### src/common/cpu_pkg.sv
package cpu_pkg;

    // data word width
    localparam int xlen = 32;

    // memory opcodes, loads first and stores after them
    typedef enum logic [2:0] {
        LB  = 3'd0,
        LBU = 3'd1,
        LH  = 3'd2,
        LHU = 3'd3,
        LW  = 3'd4,
        SB  = 3'd5,
        SH  = 3'd6,
        SW  = 3'd7
    } mem_op_e;

    // one load or store from the requester
    typedef struct packed {
        mem_op_e           op;
        logic [xlen-1:0]   addr;
        logic [xlen-1:0]   wdata;
    } mem_req_t;

    // load result back to the requester
    typedef struct packed {
        logic [xlen-1:0]   rdata;
        // set when served without a refill
        logic              hit;
    } mem_resp_t;

endpackage

### src/dcache/load_align.sv
`timescale 1ns/1ps

module load_align (
    input  logic [cpu_pkg::xlen-1:0]  word_i,
    input  cpu_pkg::mem_op_e          op_i,
    input  logic [1:0]                off_i,
    output logic [cpu_pkg::xlen-1:0]  data_o
);

    logic [7:0]  byte_lane;
    logic [15:0] half_lane;

    // lane picked by the byte offset
    always_comb begin
        case (off_i)
            2'd0:    byte_lane = word_i[7:0];
            2'd1:    byte_lane = word_i[15:8];
            2'd2:    byte_lane = word_i[23:16];
            default: byte_lane = word_i[31:24];
        endcase
    end

    assign half_lane = off_i[1] ? word_i[31:16] : word_i[15:0];

    always_comb begin
        case (op_i)
            cpu_pkg::LB:  data_o = {{24{byte_lane[7]}}, byte_lane};
            cpu_pkg::LBU: data_o = {24'b0, byte_lane};
            cpu_pkg::LH:  data_o = {{16{half_lane[15]}}, half_lane};
            cpu_pkg::LHU: data_o = {16'b0, half_lane};
            // LW and the store codes see the whole word
            default:      data_o = word_i;
        endcase
    end

endmodule

### config.mk
export PLATFORM = sky130hd
export DESIGN_NAME = load_align
export DESIGN_NICKNAME = d
export VERILOG_FILES = /design/src/common/cpu_pkg.sv /design/src/dcache/load_align.sv
export SDC_FILE = /design/constraint.sdc
export NUM_CORES = 1
export LEC_CHECK = 0
export ABC_CLOCK_PERIOD_IN_PS = 2800
export BUFFER_PORTS_ARGS = -buffer_cell sky130_fd_sc_hd__buf_2
export CAP_MARGIN = 20
export CORE_ASPECT_RATIO = 1.4
export CORE_UTILIZATION = 30
export DETAILED_ROUTE_END_ITERATION = 10
export GPL_ROUTABILITY_DRIVEN = 1
export GPL_TIMING_DRIVEN = 0
export PLACE_DENSITY = 0.67
export SLEW_MARGIN = 20
export SYNTH_ARGS = -nofsm -noshare
export SYNTH_HDL_FRONTEND = slang
export SYNTH_SLANG_ARGS = --single-unit
### constraint.sdc
create_clock -name vclk -period 2.8
set_input_delay 0.56 -clock vclk [all_inputs]
set_output_delay 0.56 -clock vclk [all_outputs]
set_load 0.05 [all_outputs]
==> results of run 1 <==
==> layout make-up <==
type	count	share of cell area
Inverter	2	0.005059
Timing Repair Buffer	67	0.2260
Tap cell	39	0.03288
Buffer	17	0.07589
Multi-Input combinational cell	113	0.6602
==> through the flow <==
step | std cells | worst slack [ns]
final | 238 | 0.2219
after global routing | 238 | 0.09179
after floorplan | 132 | 0.1297
after global placement | 238 | 0.2490
after CTS | 238 | 0.2306
after detailed placement | 238 | 0.2295
==> power by group <==
part / internal, mW / switching (mW) / leakage [nW]
combinational: 0.136 / 0.294 / 0.662
sequential: 0 / 0 / 0
clock: 0 / 0 / 0
==> worst min-delay path: cells and delay by family <==
family,cells,cell delay [ns]
AO/OA/AOI/OAI,1,0.07
AND/OR/NAND/NOR,1,0.05
buffers and inverters,2,0.32
==> metal layers <==
layer / global-route usage / wire [um]
met4: 0.04805 / 51
met2: 0.3651 / 1848
met5: 0 / 0
met1: 0.2523 / 1594
met3: 0.03822 / 256
==> placed cells by master, fill, tap and decap left out, types with 2 or more instances in the layout <==
| cell | Yosys | layout |
|---|---|---|
| or2_2 | 2 | 2 |
| o221ai_2 | 4 | 4 |
| nor2b_1 | 34 | 34 |
| a221oi_2 | 0 | 4 |
| mux2_4 | 2 | 2 |
| mux4_1 | 7 | 7 |
| a211oi_2 | 0 | 7 |
| buf_4 | 3 | 3 |
| a21oi_1 | 4 | 4 |
| inv_1 | 2 | 2 |
| clkbuf_1 | 4 | 4 |
| buf_2 | 6 | 73 |
| o22ai_1 | 27 | 27 |
| nand2_1 | 5 | 5 |
| buf_6 | 4 | 4 |
| nor2_1 | 9 | 9 |
==> path summary, 6_finish.rpt <==
path / cells after the start / from / endpoint
setup / recovery: 5 / op_i[1] / data_o[7]
hold / removal: 4 / word_i[7] / data_o[7]
==> kinds of logic (layout without fill, tap and decap cells) <==
| kind of cell | count (synthesis) | in the layout | share of synthesized area |
|---|---|---|---|
| multiplexers | 11 | 11 | 0.2262 |
| AO/OA/AOI/OAI | 50 | 50 | 0.3766 |
| AND/OR/NAND/NOR | 52 | 52 | 0.2816 |
| buffers and inverters | 19 | 86 | 0.1155 |
==> cell usage after synthesis <==
master,count
o22ai_1,27
nor2_1,9
buf_4,3
o21ai_0,1
o221ai_2,4
nor2b_1,34
mux2_2,1
a221oi_1,4
mux4_1,7
and3b_1,1
inv_1,2
a21oi_1,4
mux2_4,2
nand2b_1,1
a22oi_4,1
a31oi_4,1
buf_6,4
clkbuf_1,4
or2_2,2
o211ai_1,1
nand2_1,5
buf_2,6
mux2i_1,1
a211oi_1,7
==> metrics.md, run 1 <==
| Metric | Value |
|---|---|
| Largest net degree at the start of global routing | 11 |
| Maxcap violations | 0 |
| Synth-to-layout area growth | 42.72% |
| Sequential share of the synthesized area | 0 |
| Mapped Area | 1040 um^2 |
| # IOs | 69 |
| Worst Tran Pin Value | 0.7826 ns |
| RSZ-0062 raised after global routing | false |
| Worst min-delay path category | input port to output pin |
| Largest stage delay on the critical path | 0.62 ns |
| Family with the most delay on the worst path | buffers and inverters |
| Area taken by multi-input logic gates | 979.7 um^2 |
| Worst slew margin | 0.4782 |
| Ys Warns | 0 |
| Initial Util | 0.3236 |
| Area leader, netlist | nor2b_1 |
| F_max | 0.3879 GHz |
| Outcome | complete, no violations |
| Ratio of cells with drive above 1 in the final layout | 0.5126 |
| Register Area | 0 um^2 |
| Final instance area | 1484 um^2 |
| Period utilisation layout | 0.9207 |
| Nets | 238 |
| Fill cells | 329 |
| P_leak | 0.6618 nW |
| # diodes | 0 |
| Setup Fix Bufs, Post-CTS | 0 |
| Final-layout clock buffer total | 0 |
| DR vias/cell | 5.731 |
| First-pass GRT wire length | 6099 um |
| Vias in the first global route | 1368 |
| Initial antenna violation count | 0 |
| GRT overflow | 0 |
| Final-report setup violation count | 0 |
| WL/cell | 15.76 um |
| Syn_nets | 169 |
| Critical Path End Type | output pin |
| Fin util | 0.4618 |
| Crit-path max FO | 10 |
| DRC | 0 |
| Iteration-0 DRC count of the detailed router | 21 |
| VDD IR max | 0.1840 mV |
| Final WL | 3750 um |
| HPWL Detailed | 2880 um |
| Crit start category | input port |
| CP max-delay cell | clkbuf_1 |
| PortBufs | 67 |
| Final TNS setup | 0 ns |
| Total power | 0.4301 mW |
| # rows | 24 |
| Sequential cell count | 0 |
| Largest cells by area after synthesis | nor2b_1, mux4_1, o22ai_1 |
| Die Span Y | 71.66 um |
| Die W | 51.76 um |
| Die Area | 3709 um^2 |
| Core box area | 3213 um^2 |
| Worst Path Buf+Inv | 3 |
| All-layer global routing usage | 0.2064 |
| Mapped Cells | 132 |
| CP required | 2.24 ns |
| Global placement routability congestion | 0.7762 |
| Max Slew Vio Count | 0 |
| Kind of critical path | input port to output pin |
| Hold_ws | 1.557 ns |
| Hold buffers post-CTS | 0 |
| CTS resizes | 0 |
| Pre-Repair DR Iteration Count | 4 |
| Most frequent CP cell | buf_2 |
| Vias | 1364 |
| Pwr Density | 289.8 nW/um^2 |
| Arrival time at the worst endpoint | 2.02 ns |
| Hold Vio Cnt, Final | 0 |
| Antenna Violating Nets Remaining | 0 |
| Cell Area, Placed | 1484 um^2 |
| Fin crit period | 2.578 ns |
| Syn_area_per_cell | 7.877 um^2 |
| Top cell type's share of synthesized area | 0.2046 |
| Synth cell types | 24 |
| CP Cell Sequence | buf_2 > clkbuf_1 > o21ai_0 > o211ai_1 > buf_2 |
(Power assumes the default switching activity.)
==> run 2, diff against run 1 <==
--- a/config.mk
+++ b/config.mk
@@ -5,6 +5,7 @@
 export SDC_FILE = /design/constraint.sdc
 export NUM_CORES = 1
 export LEC_CHECK = 0
+export ABC_AREA = 1
 export ABC_CLOCK_PERIOD_IN_PS = 2800
 export BUFFER_PORTS_ARGS = -buffer_cell sky130_fd_sc_hd__buf_2
 export CAP_MARGIN = 20
@@ -13,7 +14,7 @@
 export DETAILED_ROUTE_END_ITERATION = 10
 export GPL_ROUTABILITY_DRIVEN = 1
 export GPL_TIMING_DRIVEN = 0
-export PLACE_DENSITY = 0.67
+export PLACE_DENSITY = 0.69
 export SLEW_MARGIN = 20
 export SYNTH_ARGS = -nofsm -noshare
 export SYNTH_HDL_FRONTEND = slang
==> metrics.md, run 2 <==
| Metric | Value |
|---|---|
| Pwr Density | 284.6 nW/um^2 (-1.8%) |
| Simple-gate share of the synthesized area | 0.6939 (+0.4123) |
| GRT overflow | 0 (unchanged) |
| Global placement routability congestion | 0.9200 (+19%) |
| Initial Util | 0.3196 (-0.004033) |
| CP Cell Sequence | buf_2 > nor3_4 > o211ai_4 > buf_6 > nand3_1 > buf_2 |
| Initial antenna violation count | 0 (unchanged) |
| Cell with the most instances after synthesis | nand2_1 |
| Die W | 48.80 um (-5.7%) |
| CP max-delay cell | nor3_4 |
| Mapped Cells | 184 (+39%) |
| Final-layout clock buffer total | 0 (unchanged) |
| Fill cells | 358 (+8.8%) |
| Sequential cell count | 0 (unchanged) |
| Hold Vio Cnt, Final | 0 (unchanged) |
| Compound-Gate Fraction of Synth Area | 0.1755 (-0.2011) |
| Die Area | 3294 um^2 (-11%) |
| P_leak | 0.8089 nW (+22%) |
| Top cell type's share of synthesized area | 0.3510 (+0.1464) |
| Kind of critical path | input port to output pin |
| Mapped Area | 919.6 um^2 (-12%) |
| Crit-path max FO | 10 (unchanged) |
| Family with the most delay on the worst path | buffers and inverters |
| Dpl ws | 0.3759 ns (+0.1464 ns) |
| Nets | 290 (+22%) |
| Final Worst Setup Slack | 0.3548 ns (+0.1329 ns) |
| Fin crit period | 2.445 ns (-0.1329 ns) |
| Syn_area_per_cell | 4.998 um^2 (-37%) |
| DR vias/cell | 4.934 (-14%) |
| Final instance area | 1301 um^2 (-12%) |
| Worst Path Buf+Inv | 3 (unchanged) |
| # IOs | 69 (unchanged) |
| Final WL | 3515 um (-6.3%) |
| HPWL Detailed | 2788 um (-3.2%) |
| First-pass GRT wire length | 5754 um (-5.7%) |
| VDD IR max | 0.1100 mV (-40%) |
| Hold depth | 4 (unchanged) |
| Most common library cell in the layout ignoring fill and taps | nand2_1 |
| Largest cells by area after synthesis | nand2_1, nand3_1, o211ai_1 |
| CTS resizes | 0 (unchanged) |
| Largest family of logic cells by synthesized area | simple AND/OR/NAND/NOR gates |
| Vias | 1421 (+4.2%) |
| Cell Area, Placed | 1301 um^2 (-12%) |
| Period utilisation layout | 0.8733 (-0.04746) |
| Clock power frac | 0 (unchanged) |
| F_max | 0.4090 GHz (+5.4%) |
| Pre-Repair DR Iteration Count | 4 (unchanged) |
| Crit start category | input port |
| Synth-to-layout area growth | 41.50% |
| CP required | 2.24 ns (about the same) |
| Largest net degree at the start of global routing | 11 (unchanged) |
| Psw | 0.2739 mW (-7.0%) |
| Ys Warns | 0 (unchanged) |
| Area leader, netlist | nand2_1 |
| Arrival time at the worst endpoint | 1.89 ns (-0.13 ns) |
| Hold buffers post-CTS | 0 (unchanged) |
| Worst slew margin | 0.5621 (+0.08384) |
| Internal cell power | 0.09646 mW (-29%) |
| Iteration-0 DRC count of the detailed router | 40 (+90%) |
| # diodes | 0 (unchanged) |
| Worst Tran Pin Value | 0.6545 ns (-0.1282 ns) |
| Die Span Y | 67.51 um (-5.8%) |
| Vias in the first global route | 1294 (-5.4%) |
| Ratio of cells with drive above 1 in the final layout | 0.3307 (-0.1819) |
| Final-report setup violation count | 0 (unchanged) |
| Critical Path End Type | output pin |
| RSZ-0062 raised after global routing | false |
| WL/cell | 12.20 um (-23%) |
| All-layer global routing usage | 0.2176 (+0.01117) |
| Core box area | 2878 um^2 (-10%) |
| Register Area | 0 um^2 (unchanged) |
| Adder-cell area share of the yosys netlist | 0 (unchanged) |
| Fraction of synthesized area in multiplexers | 0 (-0.2262) |
| Commonest cells post-synth | nand2_1, nand3_1, inv_1, o21ai_0, o211ai_1 |
| DRC | 0 (unchanged) |
| Synth cell types | 20 (-17%) |
| PortBufs | 67 (unchanged) |
| Maxcap violations | 0 (unchanged) |
| Antenna Violating Nets Remaining | 0 (unchanged) |
| Max Slew Vio Count | 0 (unchanged) |
| Syn_nets | 221 (+31%) |
| Most frequent CP cell | buf_2 |
| Xor and xnor area share after synthesis | 0 (unchanged) |
| Comb power frac | 1.000 (about the same) |
| Setup Fix Bufs, Post-CTS | 0 (unchanged) |
| Share of power burned in registers | 0 (unchanged) |
| # rows | 23 (-4.2%) |
| Crit path depth | 6 (+1) |
| Worst min-delay path category | input port to output pin |
| Sequential share of the synthesized area | 0 (unchanged) |
| Outcome | complete, no violations |
| Largest stage delay on the critical path | 0.42 ns (-0.20 ns) |
| Sw Share | 0.7395 (+0.05502) |
| Final TNS setup | 0 ns (unchanged) |
| Commonest non-fill, non-tap cells in the layout | nand2_1, buf_2, nand3_1 |
run 2: cell types whose count changed in the layout (fill, tap and decap cells not counted), sizes merged, moves of 8 or more:
| cell | change |
|---|---|
| nand3 | +45 |
| nor2b | -34 |
| o211ai | +8 |
| inv | +9 |
| o22ai | -27 |
| o21ai | +9 |
| nand2 | +82 |
run 2: path summary, 6_finish.rpt:
kind / to / from
worst min-delay path: data_o[16] / word_i[16]
worst max-delay path: data_o[20] / op_i[2]
run 2: metal layers:
layer | wire length, um | vias to the layer above | GRT usage | share of wire
met5 | 0 | - | 0 | 0
met4 | 8 | 0 | 0.04412 | 0.0023
met3 | 186 | 2 | 0.01577 | 0.053
met2 | 1740 | 48 | 0.4219 | 0.50
met1 | 1581 | 622 | 0.2603 | 0.45
li1 | - | 749 | - | -
run 2: cell families after synthesis:
family / after synthesis
and+or+nand+nor: 139
AOI/OAI and AO/OA: 23
buffers and inverters: 22
run 2: area by class of cell:
type / count / area, um^2 / share of cell area
Buffer: 11 / 78.83 / 0.06058
Inverter: 11 / 41.29 / 0.03173
Multi-Input combinational cell: 162 / 799.5 / 0.6144
Tap cell: 37 / 46.29 / 0.03558
Timing Repair Buffer: 67 / 335.3 / 0.2577
run 2: power groups by stage:
stage                     logic [mW]  clock network [mW]  registers [mW]
after floorplan                0.271                   0               0
after global placement         0.369                   0               0
after detailed placement       0.370                   0               0
after CTS                      0.371                   0               0
after global routing           0.396                   0               0
final                          0.370                   0               0
run 2: per-stage QoR:
stage	cells	power [mW]	hold WS, ns	util
after global placement	288	0.3690	1.548	0.4522
after detailed placement	288	0.3699	1.547	0.4522
after CTS	288	0.3708	1.548	0.4522
final	288	0.3704	1.550	0.4522
after floorplan	184	0.2713	1.518	-
after global routing	288	0.3957	1.571	0.4522
