### config.mk
export PLATFORM = sky130hd
export DESIGN_NAME = miss_ctrl
export DESIGN_NICKNAME = d
export VERILOG_FILES = /design/src/common/cpu_pkg.sv /design/src/common/cache_pkg.sv /design/src/miss_ctrl.sv
export SDC_FILE = /design/constraint.sdc
export NUM_CORES = 1
export LEC_CHECK = 0
export BUFFER_PORTS_ARGS = -buffer_cell sky130_fd_sc_hd__buf_4
export CAP_MARGIN = 30
export CORE_AREA = 2 2 152 154
export CTS_CLUSTER_SIZE = 28
export DETAILED_ROUTE_END_ITERATION = 12
export DIE_AREA = 0 0 154 156
export PLACE_DENSITY_LB_ADDON = 0.3
export SYNTH_ARGS = -nofsm -noshare
export SYNTH_HDL_FRONTEND = slang
export SYNTH_SLANG_ARGS = --single-unit
### constraint.sdc
create_clock -name clk -period 3.05 [get_ports clk]
set_clock_uncertainty 0.05 [all_clocks]
set_input_delay 0.305 -clock clk [delete_from_list [all_inputs] [get_ports clk]]
set_output_delay 0.305 -clock clk [all_outputs]
set_load 0.02 [all_outputs]
### src/common/cpu_pkg.sv
package cpu_pkg;

    // data word width
    localparam int xlen = 32;

    // memory opcodes, loads first and stores after them
    typedef enum logic [2:0] {
        LB  = 3'd0,
        LBU = 3'd1,
        LH  = 3'd2,
        LHU = 3'd3,
        LW  = 3'd4,
        SB  = 3'd5,
        SH  = 3'd6,
        SW  = 3'd7
    } mem_op_e;

    // one load or store from the requester
    typedef struct packed {
        mem_op_e           op;
        logic [xlen-1:0]   addr;
        logic [xlen-1:0]   wdata;
    } mem_req_t;

    // load result back to the requester
    typedef struct packed {
        logic [xlen-1:0]   rdata;
        // set when served without a refill
        logic              hit;
    } mem_resp_t;

endpackage

### src/common/cache_pkg.sv
package cache_pkg;

    // cache geometry
    localparam int index_bits = 6;
    localparam int tag_bits   = 6;
    localparam int line_count = 64;

    // backing RAM covers address bits 13 to 2
    localparam int ram_words     = 4096;
    localparam int ram_addr_bits = $clog2(ram_words);

    localparam int unused_bits = cpu_pkg::xlen - tag_bits - index_bits - 2;

    // address split as seen by the cache
    typedef struct packed {
        logic [unused_bits-1:0] unused;
        logic [tag_bits-1:0]    tag;
        logic [index_bits-1:0]  index;
        logic [1:0]             off;
    } addr_fields_t;

    // raw word for the RAM, fields for the cache
    typedef union packed {
        logic [cpu_pkg::xlen-1:0] raw;
        addr_fields_t             f;
    } addr_u;

    // cache line write, used by refills and stores
    typedef struct packed {
        logic                     en;
        logic [index_bits-1:0]    index;
        logic [tag_bits-1:0]      tag;
        logic [cpu_pkg::xlen-1:0] data;
        logic [3:0]               be;
    } line_wr_t;

endpackage

### src/miss_ctrl.sv
`timescale 1ns/1ps

module miss_ctrl (
    input  logic                       clk,
    input  logic                       rst,
    input  logic                       req_valid_i,
    input  cpu_pkg::mem_req_t          req_i,
    input  logic                       hit_i,
    input  logic [cpu_pkg::xlen-1:0]   line_i,
    input  logic [cpu_pkg::xlen-1:0]   ram_rdata_i,
    input  logic [cpu_pkg::xlen-1:0]   aligned_i,
    output cache_pkg::addr_u           lookup_addr_o,
    output logic                       lookup_en_o,
    output cache_pkg::line_wr_t        wr_o,
    output logic                       ram_re_o,
    output logic                       ram_we_o,
    output cache_pkg::addr_u           ram_addr_o,
    output logic [cpu_pkg::xlen-1:0]   ram_wdata_o,
    output logic [3:0]                 ram_be_o,
    output logic [cpu_pkg::xlen-1:0]   align_word_o,
    output cpu_pkg::mem_op_e           align_op_o,
    output logic [1:0]                 align_off_o,
    output logic                       resp_valid_o,
    output cpu_pkg::mem_resp_t         resp_o,
    output logic                       busy_o
);

    typedef enum logic [1:0] {
        idle,
        wait_ram,
        fill
    } state_e;

    state_e state_q;

    cpu_pkg::mem_op_e         pend_op_q;
    cache_pkg::addr_u         pend_addr_q;
    logic [cpu_pkg::xlen-1:0] refill_q;

    cache_pkg::addr_u         req_addr;
    logic                     take;
    logic                     is_load;
    logic                     is_store;
    logic                     misaligned;
    logic [3:0]               st_be;
    logic [cpu_pkg::xlen-1:0] st_data;

    assign req_addr = req_i.addr;
    assign take     = req_valid_i && (state_q == idle);
    assign is_load  = req_i.op inside {cpu_pkg::LB, cpu_pkg::LBU, cpu_pkg::LH,
                                       cpu_pkg::LHU, cpu_pkg::LW};
    assign is_store = !is_load;

    assign misaligned = ((req_i.op inside {cpu_pkg::LH, cpu_pkg::LHU, cpu_pkg::SH})
                            && req_addr.f.off[0])
                     || ((req_i.op inside {cpu_pkg::LW, cpu_pkg::SW})
                            && req_addr.f.off != 2'b00);

    // byte enables and lane-replicated store data
    always_comb begin
        case (req_i.op)
            cpu_pkg::SB: begin
                st_be   = 4'b0001 << req_addr.f.off;
                st_data = {4{req_i.wdata[7:0]}};
            end
            cpu_pkg::SH: begin
                st_be   = 4'b0011 << req_addr.f.off;
                st_data = {2{req_i.wdata[15:0]}};
            end
            default: begin
                st_be   = 4'hf;
                st_data = req_i.wdata;
            end
        endcase
    end

    assign lookup_addr_o = req_addr;
    assign lookup_en_o   = take;

    assign ram_addr_o  = req_addr;
    assign ram_re_o    = take && is_load && !hit_i;
    assign ram_we_o    = take && is_store;
    assign ram_wdata_o = st_data;
    assign ram_be_o    = st_be;

    // refill in fill state, otherwise SW always and SB/SH on a hit
    always_comb begin
        if (state_q == fill) begin
            wr_o.en    = 1'b1;
            wr_o.index = pend_addr_q.f.index;
            wr_o.tag   = pend_addr_q.f.tag;
            wr_o.data  = refill_q;
            wr_o.be    = 4'hf;
        end else begin
            wr_o.en    = take && is_store && (req_i.op == cpu_pkg::SW || hit_i);
            wr_o.index = req_addr.f.index;
            wr_o.tag   = req_addr.f.tag;
            wr_o.data  = st_data;
            wr_o.be    = st_be;
        end
    end

    // aligner sees the refilled word during fill
    assign align_word_o = (state_q == fill) ? refill_q : line_i;
    assign align_op_o   = (state_q == fill) ? pend_op_q : req_i.op;
    assign align_off_o  = (state_q == fill) ? pend_addr_q.f.off : req_addr.f.off;

    always_ff @(posedge clk) begin
        if (!rst) begin
            state_q      <= idle;
            resp_valid_o <= 1'b0;
        end else begin
            resp_valid_o <= (take && is_load && hit_i) || (state_q == fill);
            case (state_q)
                idle:     if (ram_re_o) state_q <= wait_ram;
                wait_ram: state_q <= fill;
                default:  state_q <= idle;
            endcase
        end
    end

    always_ff @(posedge clk) begin
        if (ram_re_o) begin
            pend_op_q   <= req_i.op;
            pend_addr_q <= req_addr;
        end
        // RAM word lands here one edge after the read
        if (state_q == wait_ram) begin
            refill_q <= ram_rdata_i;
        end
        resp_o.rdata <= aligned_i;
        resp_o.hit   <= (state_q != fill);
    end

    assign busy_o = (state_q != idle);

    // requester has no back-pressure and must wait out a miss
    assert property (@(posedge clk) disable iff (!rst) req_valid_i |-> !busy_o)
        else $error("request strobe while busy");

    assert property (@(posedge clk) disable iff (!rst) req_valid_i |-> !misaligned)
        else $error("misaligned access, op %0d addr %h", req_i.op, req_i.addr);

endmodule

==> flow_summary.ini, run 1 <==
[run_status]
outcome = finished clean

[routing]
viasPerCell = 4.153
drc = 0
wl_um = 19390
dr.first_iter.drc_count = 197
antenna_left = 0
wl_per_cell_um = 18.49
vias = 4356
dr.pass1.iters = 4

[critical_path]
cp-end-kind = output pin
path_class = reg -> out
reg2reg_slack_ns = 1.14
critPathLaunch = state_q[1]
cp_common_cell = buf_4
critPathRequiredTime_ns = 2.69
rr_worst_depth = 4
critPathMaxFanout = 46
crit_chain = nor2b_4, clkinv_2, buf_4, mux2_2, buf_4
reg2reg_to = pend_addr_q[8]
timing.rr.start = state_q[1]
arrival_ns = 2.04
start_kind = register
cpMaxStageDelayCell = dfxtp_1
cpPeakStageDelay_ns = 0.41

[sta]
tightest_slew_ns = 0.6035
slew_headroom_pct = 59.77
finalHoldViolations = 0
min_period_ns = 2.391
rsz0062_at_grt = false
setup-violations-final = 0
slew_viol_final = 0
fmax_mhz = 418.3
fin_setup_tns_ns = 0
whs_ns = 0.07224
min_period_over_period_pct = 78.39

[clock_tree]
clockRootBuffer = clkbuf_16
clk_pin_slew_ns = 0.08
clk_latency_ns = 0.34
cts_sinks = 85
htreeDepth = 3
cts_buffers = 9
cts_tree = done
cts.path.max_buffers = 2

[logic_synthesis]
netlist.top_cell.by_area = edfxtp_1
ys_top_cells_by_area = edfxtp_1 34%, dfxtp_1 17%, nand2_1 15%, buf_4 13%, mux2_2 6.2%
ys.flop_type = edfxtp_1
syn_area_um2 = 4365
synth-seq-area-share_pct = 50.21
yosysWarnings = 0
ys_types = 34
yosysTopAreaCellShare_pct = 33.71
synth_compound_area_share_pct = 7.165
postSynth.asyncResetShare_pct = 0
yosys-mux-area-fraction_pct = 6.191
synth_top_family_by_area = simple AND/OR/NAND/NOR gates
synthesis.nets = 637
ys_ff_latch = 85
synthXorXnorAreaFrac_pct = 0.5732
synth-adder-area-share_pct = 0.2293
synth_cells = 470
avgSynthCellArea_um2 = 9.288
synth_enable_flop_cells = 49
synth_simple_gate_area_share_pct = 20.41

[hold_path]
hold_depth = 1
hp-class = in -> reg
holdPathEnd = refill_q[14]
min_from = ram_rdata_i[14]

[cells_and_area]
nets = 926
drive_gt1_share_pct = 51.31
antenna-diode-count = 0
fill_cells = 2348
area_growth_pct = 67.10
multi_input_area_um2 = 1526
fin_area_um2 = 7295
seqCellArea_um2 = 2192
final_cells = 1049

[power_and_ir_drop]
ir_drop_mv = 0.2268
power_w = 0.003378
cellPowerDensity_nw_per_um2 = 463.1
p_leak_nw = 3.473

[placed_design]
io_buffer_count = 336
placed_area_um2 = 6659
place_congestion = 0.8059
hpwl_um = 15120
placedCellCount = 1001

[die]
start_util_pct = 19.52
die_h_um = 156
rows = 55
ios = 391
die_w_um = 154
dieArea_um2 = 24020
core_area_um2 = 22370

[grt]
antenna_found_initial = 0
grt_pass1_vias = 4383
track_usage_pct = 15.34
grt_overflow_total = 0
grt_pass1_wl_um = 27030
grt_max_degree = 47

[job]
max_cap_violations = 0
state kept, by name (all words and copies together), names as in the netlist:
| register | cells |
|---|---|
| refill_q | 32 |
| resp_valid_o | 1 |
| resp_o | 33 |
| pend_op_q | 3 |
| pend_addr_q | 14 |
| state_q | 2 |
layout by cell type, fill, tap and decap left out, types with 9 or more instances in the layout:
master	instances
mux2_2	24
clkbuf_16	9
dlygate4sd3_1	32
buf_4	343
dfxtp_1	36
edfxtp_1	49
nand2b_1	10
nand2_1	174
o211ai_1	10
power by group:
part	leakage [nW]	internal [W]	switching, W
logic	2.57	0.000429	0.000487
clock network	0.157	0.000659	0.000534
registers	0.750	0.00126	0.0000127
worst max-delay path, delay by kind of cell (launching register included):
| kind | cells | cell delay [ns] |
|---|---|---|
| buffers and inverters | 3 | 0.55 |
| DFF | 1 | 0.41 |
| muxes | 1 | 0.36 |
| and+or+nand+nor | 1 | 0.34 |
final cells by class:
cell class              count  area share [%]
repair buffers            375           39.69
flip-flops and latches     85           30.05
multi-input cells         286           20.93
well taps                 285           4.889
clock buffers               9           3.087
clock inverters             7           1.235
inverters                   2          0.1201
Yosys cell counts, drive strengths merged (2+ instances only):
cell type,count
clkbuf,9
nor3b,2
a21boi,3
o21ai,3
o32ai,8
dfxtp,36
edfxtp,49
nand4,8
buf,88
nor2,9
mux2,24
o211ai,10
nand2b,10
o31ai,8
nand2,175
a21oi,9
nand3,4
nor2b,3
o22ai,2
kinds of logic after synthesis:
group	count (synthesis)
simple gates	215
buf+inv	99
flops	85
compound gates	44
mux	24
xor+xnor	2
fa+ha+maj	1
per-layer routing:
metal | global-route usage, % | up-vias | wire, um
met2 | 28.29 | 208 | 10200
met4 | 5.118 | 0 | 473
met5 | 0 | - | 0
met1 | 16.07 | 2021 | 6941
li1 | - | 2087 | -
met3 | 5.750 | 40 | 1775
repair_timing:
action | CTS | global route
hold endpoints to repair | 30 | 2
hold buffers | 30 | 2
resized for setup | 0 | 0
setup buffers | 0 | 0
worst max path at each step:
stage / end / slack (ns) / cells after the start
final: wr_o[14] / 0.66 / 5
after global placement: ram_be_o[0] / 0.90 / 5
after CTS: wr_o[14] / 0.64 / 5
after floorplan: pend_addr_q[0] / 0.39 / 3
after detailed placement: wr_o[22] / 0.85 / 5
after global routing: wr_o[14] / 0.55 / 5
through the flow:
stage,worst slack [ns],utilization (%)
2_1_floorplan,0.3880,-
3_3_place_gp,0.9045,29.77
3_5_place_dp,0.8494,29.77
4_1_cts,0.6385,32.53
5_1_grt,0.5540,32.62
6_report,0.6591,32.62
Power figures use the tool's default switching activity.
==> run 2, diff against run 1 <==
==> constraint.sdc (replaced) <==
create_clock -name clk -period 2.01 [get_ports clk]
set_clock_uncertainty 0.05 [all_clocks]
set_input_delay 0.201 -clock clk [delete_from_list [all_inputs] [get_ports clk]]
set_output_delay 0.201 -clock clk [all_outputs]
set_load 0.02 [all_outputs]
==> run 2 against run 1 <==
Effect of this change: combinational power grew 65%; utilization grew 2.9 points; register-to-register slack lost 0.59 ns; routed wire length grew 11%; sequential share of layout area shrank 2.4 points; final cell count grew 4.9%; critical path depth is the same; global-route usage grew 0.59 points; sequential power grew 51%; first-iteration DRC count grew 2.0%; count of clock-buffer cells in the layout is the same; critical path type unchanged; largest power group unchanged; highest routed layer unchanged.
==> flow_summary.ini, run 2 (synthesized netlist as in run 1, its figures left out) <==
[run_status]
outcome = finished clean

[critical_path]
path_class = reg -> out
reg2reg_to = pend_addr_q[1]
cp-end-kind = output pin
critPathLaunch = state_q[1]
arrival_ns = 1.70
timing.rr.start = state_q[1]
rr_worst_depth = 4
start_kind = register
critPathRequiredTime_ns = 1.76
critPathMaxFanout = 11
reg2reg_slack_ns = 0.55

[grt]
grt_max_degree = 59
grt_pass1_vias = 4620
track_usage_pct = 15.93
met3_usage_pct = 3.889
met2_usage_pct = 30.09
grt_overflow_total = 0
grt_use_met1_pct = 17.01
busiest_layer = met2
grt_pass1_wl_um = 28350
antenna_found_initial = 0

[cells_and_area]
area_growth_pct = 82.06
final_common_cell = buf_4
nets = 977
reg_top3 = resp_o (33), refill_q (32), pend_addr_q (14)
fin_util_pct = 35.54
antenna-diode-count = 0
fin_area_um2 = 7948
top_register = resp_o
largest_reg_flops = 33
fill_cells = 2274
drive_gt1_share_pct = 49.82
final_cell_mix = 343 x buf_4, 174 x nand2_1, 72 x dlygate4sd3_1
final_cells = 1100

[power_and_ir_drop]
p_leak_nw = 3.763
internal_power_w = 0.003521
pwr-share-seq_pct = 37.1
pwr-share-clk_pct = 33.8
pwr-share-comb_pct = 29.1
p_sw_w = 0.001664
power_w = 0.005185
swShare_pct = 32.10
ir_drop_mv = 0.3287
cellPowerDensity_nw_per_um2 = 652.4

[sta]
fin_setup_tns_ns = 0
finalHoldViolations = 0
rsz0062_at_grt = true
min_period_over_period_pct = 97.30
slew_headroom_pct = 56.02
slew_viol_final = 0
tightest_slew_ns = 0.6597
min_period_ns = 1.956
setup-violations-final = 0
fmax_mhz = 511.3

[routing]
drc = 0
vias = 4614
wl_per_cell_um = 19.50
dr.pass1.iters = 5
viasPerCell = 4.195
antenna_left = 0
dr.first_iter.drc_count = 201
wl_um = 21460

[hold_path]
hp-class = in -> reg
min_from = req_i[34]
hold_depth = 1
holdPathEnd = pend_addr_q[2]

[die]
die_h_um = 156
ios = 391
dieArea_um2 = 24020
rows = 55
start_util_pct = 19.52
die_w_um = 154
core_area_um2 = 22370

[placed_design]
io_buffer_count = 336
placedCellCount = 1006
place_congestion = 0.8143
hpwl_um = 14910
placed_area_um2 = 6782

[clock_tree]
cts_tree = done
clockRootBuffer = clkbuf_16
htreeDepth = 3
clk_pin_slew_ns = 0.07
cts_sinks = 85
cts_buffers = 9
clk_latency_ns = 0.34
cts.path.max_buffers = 2

[job]
max_cap_violations = 0
==> run 2: cell count changes in the layout (fill, tap and decap cells not counted), sizes merged <==
cell | previous run | this run
clkinv | 2 | 4
bufinv | 1 | 0
inv | 6 | 5
clkbuf | 9 | 14
buf | 343 | 349
dlygate4sd3 | 32 | 72
==> run 2: per-stage QoR <==
| step | setup WS, ns | hold slack, ns |
|---|---|---|
| 6_report | 0.05435 | 0.01547 |
| 2_1_floorplan | 0.2201 | 0.1787 |
| 3_5_place_dp | 0.1899 | 0.2565 |
| 5_1_grt | -0.002731 | 0.002883 |
| 3_3_place_gp | 0.2259 | 0.2558 |
| 4_1_cts | -0.003280 | 0.000009909 |
==> run 2: how the worst max path moves through the flow <==
| stage | end | cells past startpoint | slack [ns] |
|---|---|---|---|
| 4_1_cts | wr_o[14] | 5 | -0.003 |
| 6_report | wr_o[14] | 5 | 0.05 |
| 5_1_grt | wr_o[14] | 5 | -0.003 |
| 3_5_place_dp | wr_o[22] | 5 | 0.19 |
| 3_3_place_gp | wr_o[12] | 6 | 0.23 |
| 2_1_floorplan | pend_addr_q[0] | 3 | 0.22 |
==> run 2: timing repair <==
action | in CTS | in global routing
buffers inserted | 0 | 1
setup endpoints to repair | 19 | 14
cloned | 0 | 5
resized for setup | 2 | 3
endpoints found under the hold margin | 71 | 1
hold buffers | 71 | 1
==> run 2: power by group through the flow <==
stage	Clock [W]	Sequential, W	Combinational (W)
after floorplan	0	0.00201	0.000716
after global placement	0	0.00196	0.00138
after detailed placement	0	0.00196	0.00139
after CTS	0.00183	0.00192	0.00150
after global routing	0.00188	0.00193	0.00160
final	0.00175	0.00192	0.00151
==> run 2: final cells by class <==
class	instances	area, um2	area share, %
inverters	2	12.51	0.1574
clock buffers	9	225.2	2.834
flip-flops and latches	85	2197	27.64
multi-input cells	286	1536	19.33
clock inverters	7	78.83	0.9918
well taps	285	356.6	4.487
repair buffers	426	3541	44.55
==> run 2: per-layer routing <==
metal | routed length [um] | vias to the layer above
li1 | - | 2186
met1 | 8114 | 2169
met2 | 11360 | 214
met3 | 1367 | 45
met4 | 618 | 0
met5 | 0 | -
==> run 2: worst max-delay path, stage by stage (launching register included) <==
cell and delay [ns]:
dfxtp_4 0.36, nor2b_4 0.15, inv_6 0.14, buf_12 0.18, mux2_2 0.35, buf_4 0.17
==> run 3, diff against run 2 <==
--- a/config.mk
+++ b/config.mk
@@ -7,11 +7,12 @@
 export LEC_CHECK = 0
 export BUFFER_PORTS_ARGS = -buffer_cell sky130_fd_sc_hd__buf_4
 export CAP_MARGIN = 30
-export CORE_AREA = 2 2 152 154
+export CORE_AREA = 2 2 151 153
 export CTS_CLUSTER_SIZE = 28
 export DETAILED_ROUTE_END_ITERATION = 12
-export DIE_AREA = 0 0 154 156
+export DIE_AREA = 0 0 153 155
 export PLACE_DENSITY_LB_ADDON = 0.3
+export SETUP_SLACK_MARGIN = 0.3
 export SYNTH_ARGS = -nofsm -noshare
 export SYNTH_HDL_FRONTEND = slang
 export SYNTH_SLANG_ARGS = --single-unit
==> run 3 against run 2 <==
Effect of this change: combinational power rose by 3%; first-iteration DRC count is 20% higher; flip-flop and latch count unchanged; hold slack gained 0.0025 ns; design area increased by 5.7%; critical path depth stayed put; non-clock buffer count increased by 18; global-route usage down 0.12 points; register-to-register slack worse by 0.19 ns; final cell count increased by 1.6%; count of clock-buffer cells in the layout is the same.
==> flow_summary.ini, run 3 (synthesized netlist as in run 1, its figures left out) <==
[routing]
wl_per_cell_um = 18.21
viasPerCell = 4.196
dr.first_iter.drc_count = 242
dr.pass1.iters = 4
wl_um = 20360
antenna_left = 0
vias = 4691
drc = 0

[power_and_ir_drop]
pwr-share-clk_pct = 33.2
pwr-share-comb_pct = 29.9
ir_drop_mv = 0.4579
cellPowerDensity_nw_per_um2 = 622.8
p_leak_nw = 4.017
swShare_pct = 31.83
p_sw_w = 0.001664
pwr-share-seq_pct = 36.9
internal_power_w = 0.003565
power_w = 0.005229

[sta]
min_period_over_period_pct = 95.62
min_period_ns = 1.922
whs_ns = 0.01802
slew_headroom_pct = 64.97
slew_viol_final = 0
finalHoldViolations = 0
rsz0062_at_grt = true
setup-violations-final = 0
fin_setup_tns_ns = 0
fmax_mhz = 520.3
tightest_slew_ns = 0.5238

[clock_tree]
cts.path.max_buffers = 2
htreeDepth = 3
cts_sinks = 85
clk_pin_slew_ns = 0.08
clockRootBuffer = clkbuf_16
clk_latency_ns = 0.34
cts_buffers = 9
cts_tree = done

[critical_path]
cpMaxStageDelayCell = dfxtp_4
cp-endpoint = wr_o[19]
timing.rr.start = state_q[0]
path_class = reg -> out
cp_top_family = buffers and inverters
critPathLaunch = state_q[1]
start_kind = register
cpPeakStageDelay_ns = 0.35
cp-end-kind = output pin
cp.depth = 5
reg2reg_to = pend_addr_q[8]
reg2reg_slack_ns = 0.36
rr_worst_depth = 6
crit_chain = nor2b_4, inv_8, buf_12, mux2_2, buf_4
arrival_ns = 1.67
cp.buffers_inverters = 3
critPathMaxFanout = 10
critPathRequiredTime_ns = 1.76

[cells_and_area]
antenna-diode-count = 0
final_common_cell = buf_4
area_growth_pct = 92.35
top_register = resp_o
fin_util_pct = 37.78
drive_gt1_share_pct = 55.82
nets = 995
largest_reg_flops = 33
final_cell_mix = 337 x buf_4, 135 x nand2_1, 74 x dlygate4sd3_1
final_cells = 1118
reg_top3 = resp_o (33), refill_q (32), pend_addr_q (14)

[grt]
grt_overflow_total = 0
grt_pass1_vias = 4759
grt_pass1_wl_um = 28130
grt_max_degree = 49
track_usage_pct = 15.81
antenna_found_initial = 0

[placed_design]
placedCellCount = 1011
hpwl_um = 14480
place_congestion = 0.7824
io_buffer_count = 336

[die]
dieArea_um2 = 23720
die_h_um = 155
ios = 391
start_util_pct = 19.64
rows = 55
die_w_um = 153
core_area_um2 = 22230

[run_status]
outcome = finished clean

[hold_path]
hp-class = in -> reg
hold_depth = 1

[job]
max_cap_violations = 0
run 3: power groups by stage:
| stage | combinational [W] | sequential [W] | clock [W] |
|---|---|---|---|
| floorplan | 0.000720 | 0.00201 | 0 |
| detailed placement | 0.00138 | 0.00196 | 0 |
| CTS | 0.00151 | 0.00192 | 0.00180 |
| finish | 0.00156 | 0.00193 | 0.00174 |
| global route | 0.00166 | 0.00193 | 0.00186 |
| global placement | 0.00138 | 0.00196 | 0 |
run 3: layer usage:
layer / wire, um / global-route usage, %
met5: 0 / 0
met3: 1232 / 4.011
met1: 7690 / 17.42
met4: 692 / 6.834
met2: 10740 / 28.85
run 3: what timing repair did:
item | CTS | global route
resized for setup | 11 | 85
gates cloned | 3 | 2
setup buffers | 2 | 10
hold endpoints to repair | 72 | 2
endpoints found under the setup margin | 87 | 88
pin swaps | 0 | 28
hold buffers | 72 | 2
run 3: worst register-to-register path, stage by stage, from the launching register on:
cell and delay (ns):
dfxtp_4 0.36, buf_6 0.12, nor3b_4 0.28, nand2_2 0.12, nor2_4 0.13, buf_12 0.12, buf_4 0.18
run 3: worst min-delay path by stage:
| stage | from | end | slack (ns) |
|---|---|---|---|
| floorplan | aligned_i[9] | resp_o[10] | 0.18 |
| global placement | aligned_i[11] | resp_o[12] | 0.26 |
| detailed placement | aligned_i[21] | resp_o[22] | 0.26 |
| CTS | req_i[43] | pend_addr_q[11] | 0.0002 |
| global route | req_i[40] | pend_addr_q[8] | 0.001 |
| finish | req_i[34] | pend_addr_q[2] | 0.02 |
run 3: area by class of cell:
class,instances,area (um2)
Clock buffer,9,225.2
Clock inverter,7,76.32
Fill cell,2233,13830
Inverter,2,15.01
Multi-Input combinational cell,286,1733
Sequential cell,85,2200
Tap cell,285,356.6
Timing Repair Buffer,444,3791
run 3: metrics by stage:
| step | setup slack (ns) | instance area, um2 |
|---|---|---|
| floorplan | 0.2831 | 4402 |
| global placement | 0.2618 | 6798 |
| detailed placement | 0.2193 | 6798 |
| CTS | 0.09479 | 7970 |
| global route | 0.02391 | 8397 |
| finish | 0.08795 | 8397 |
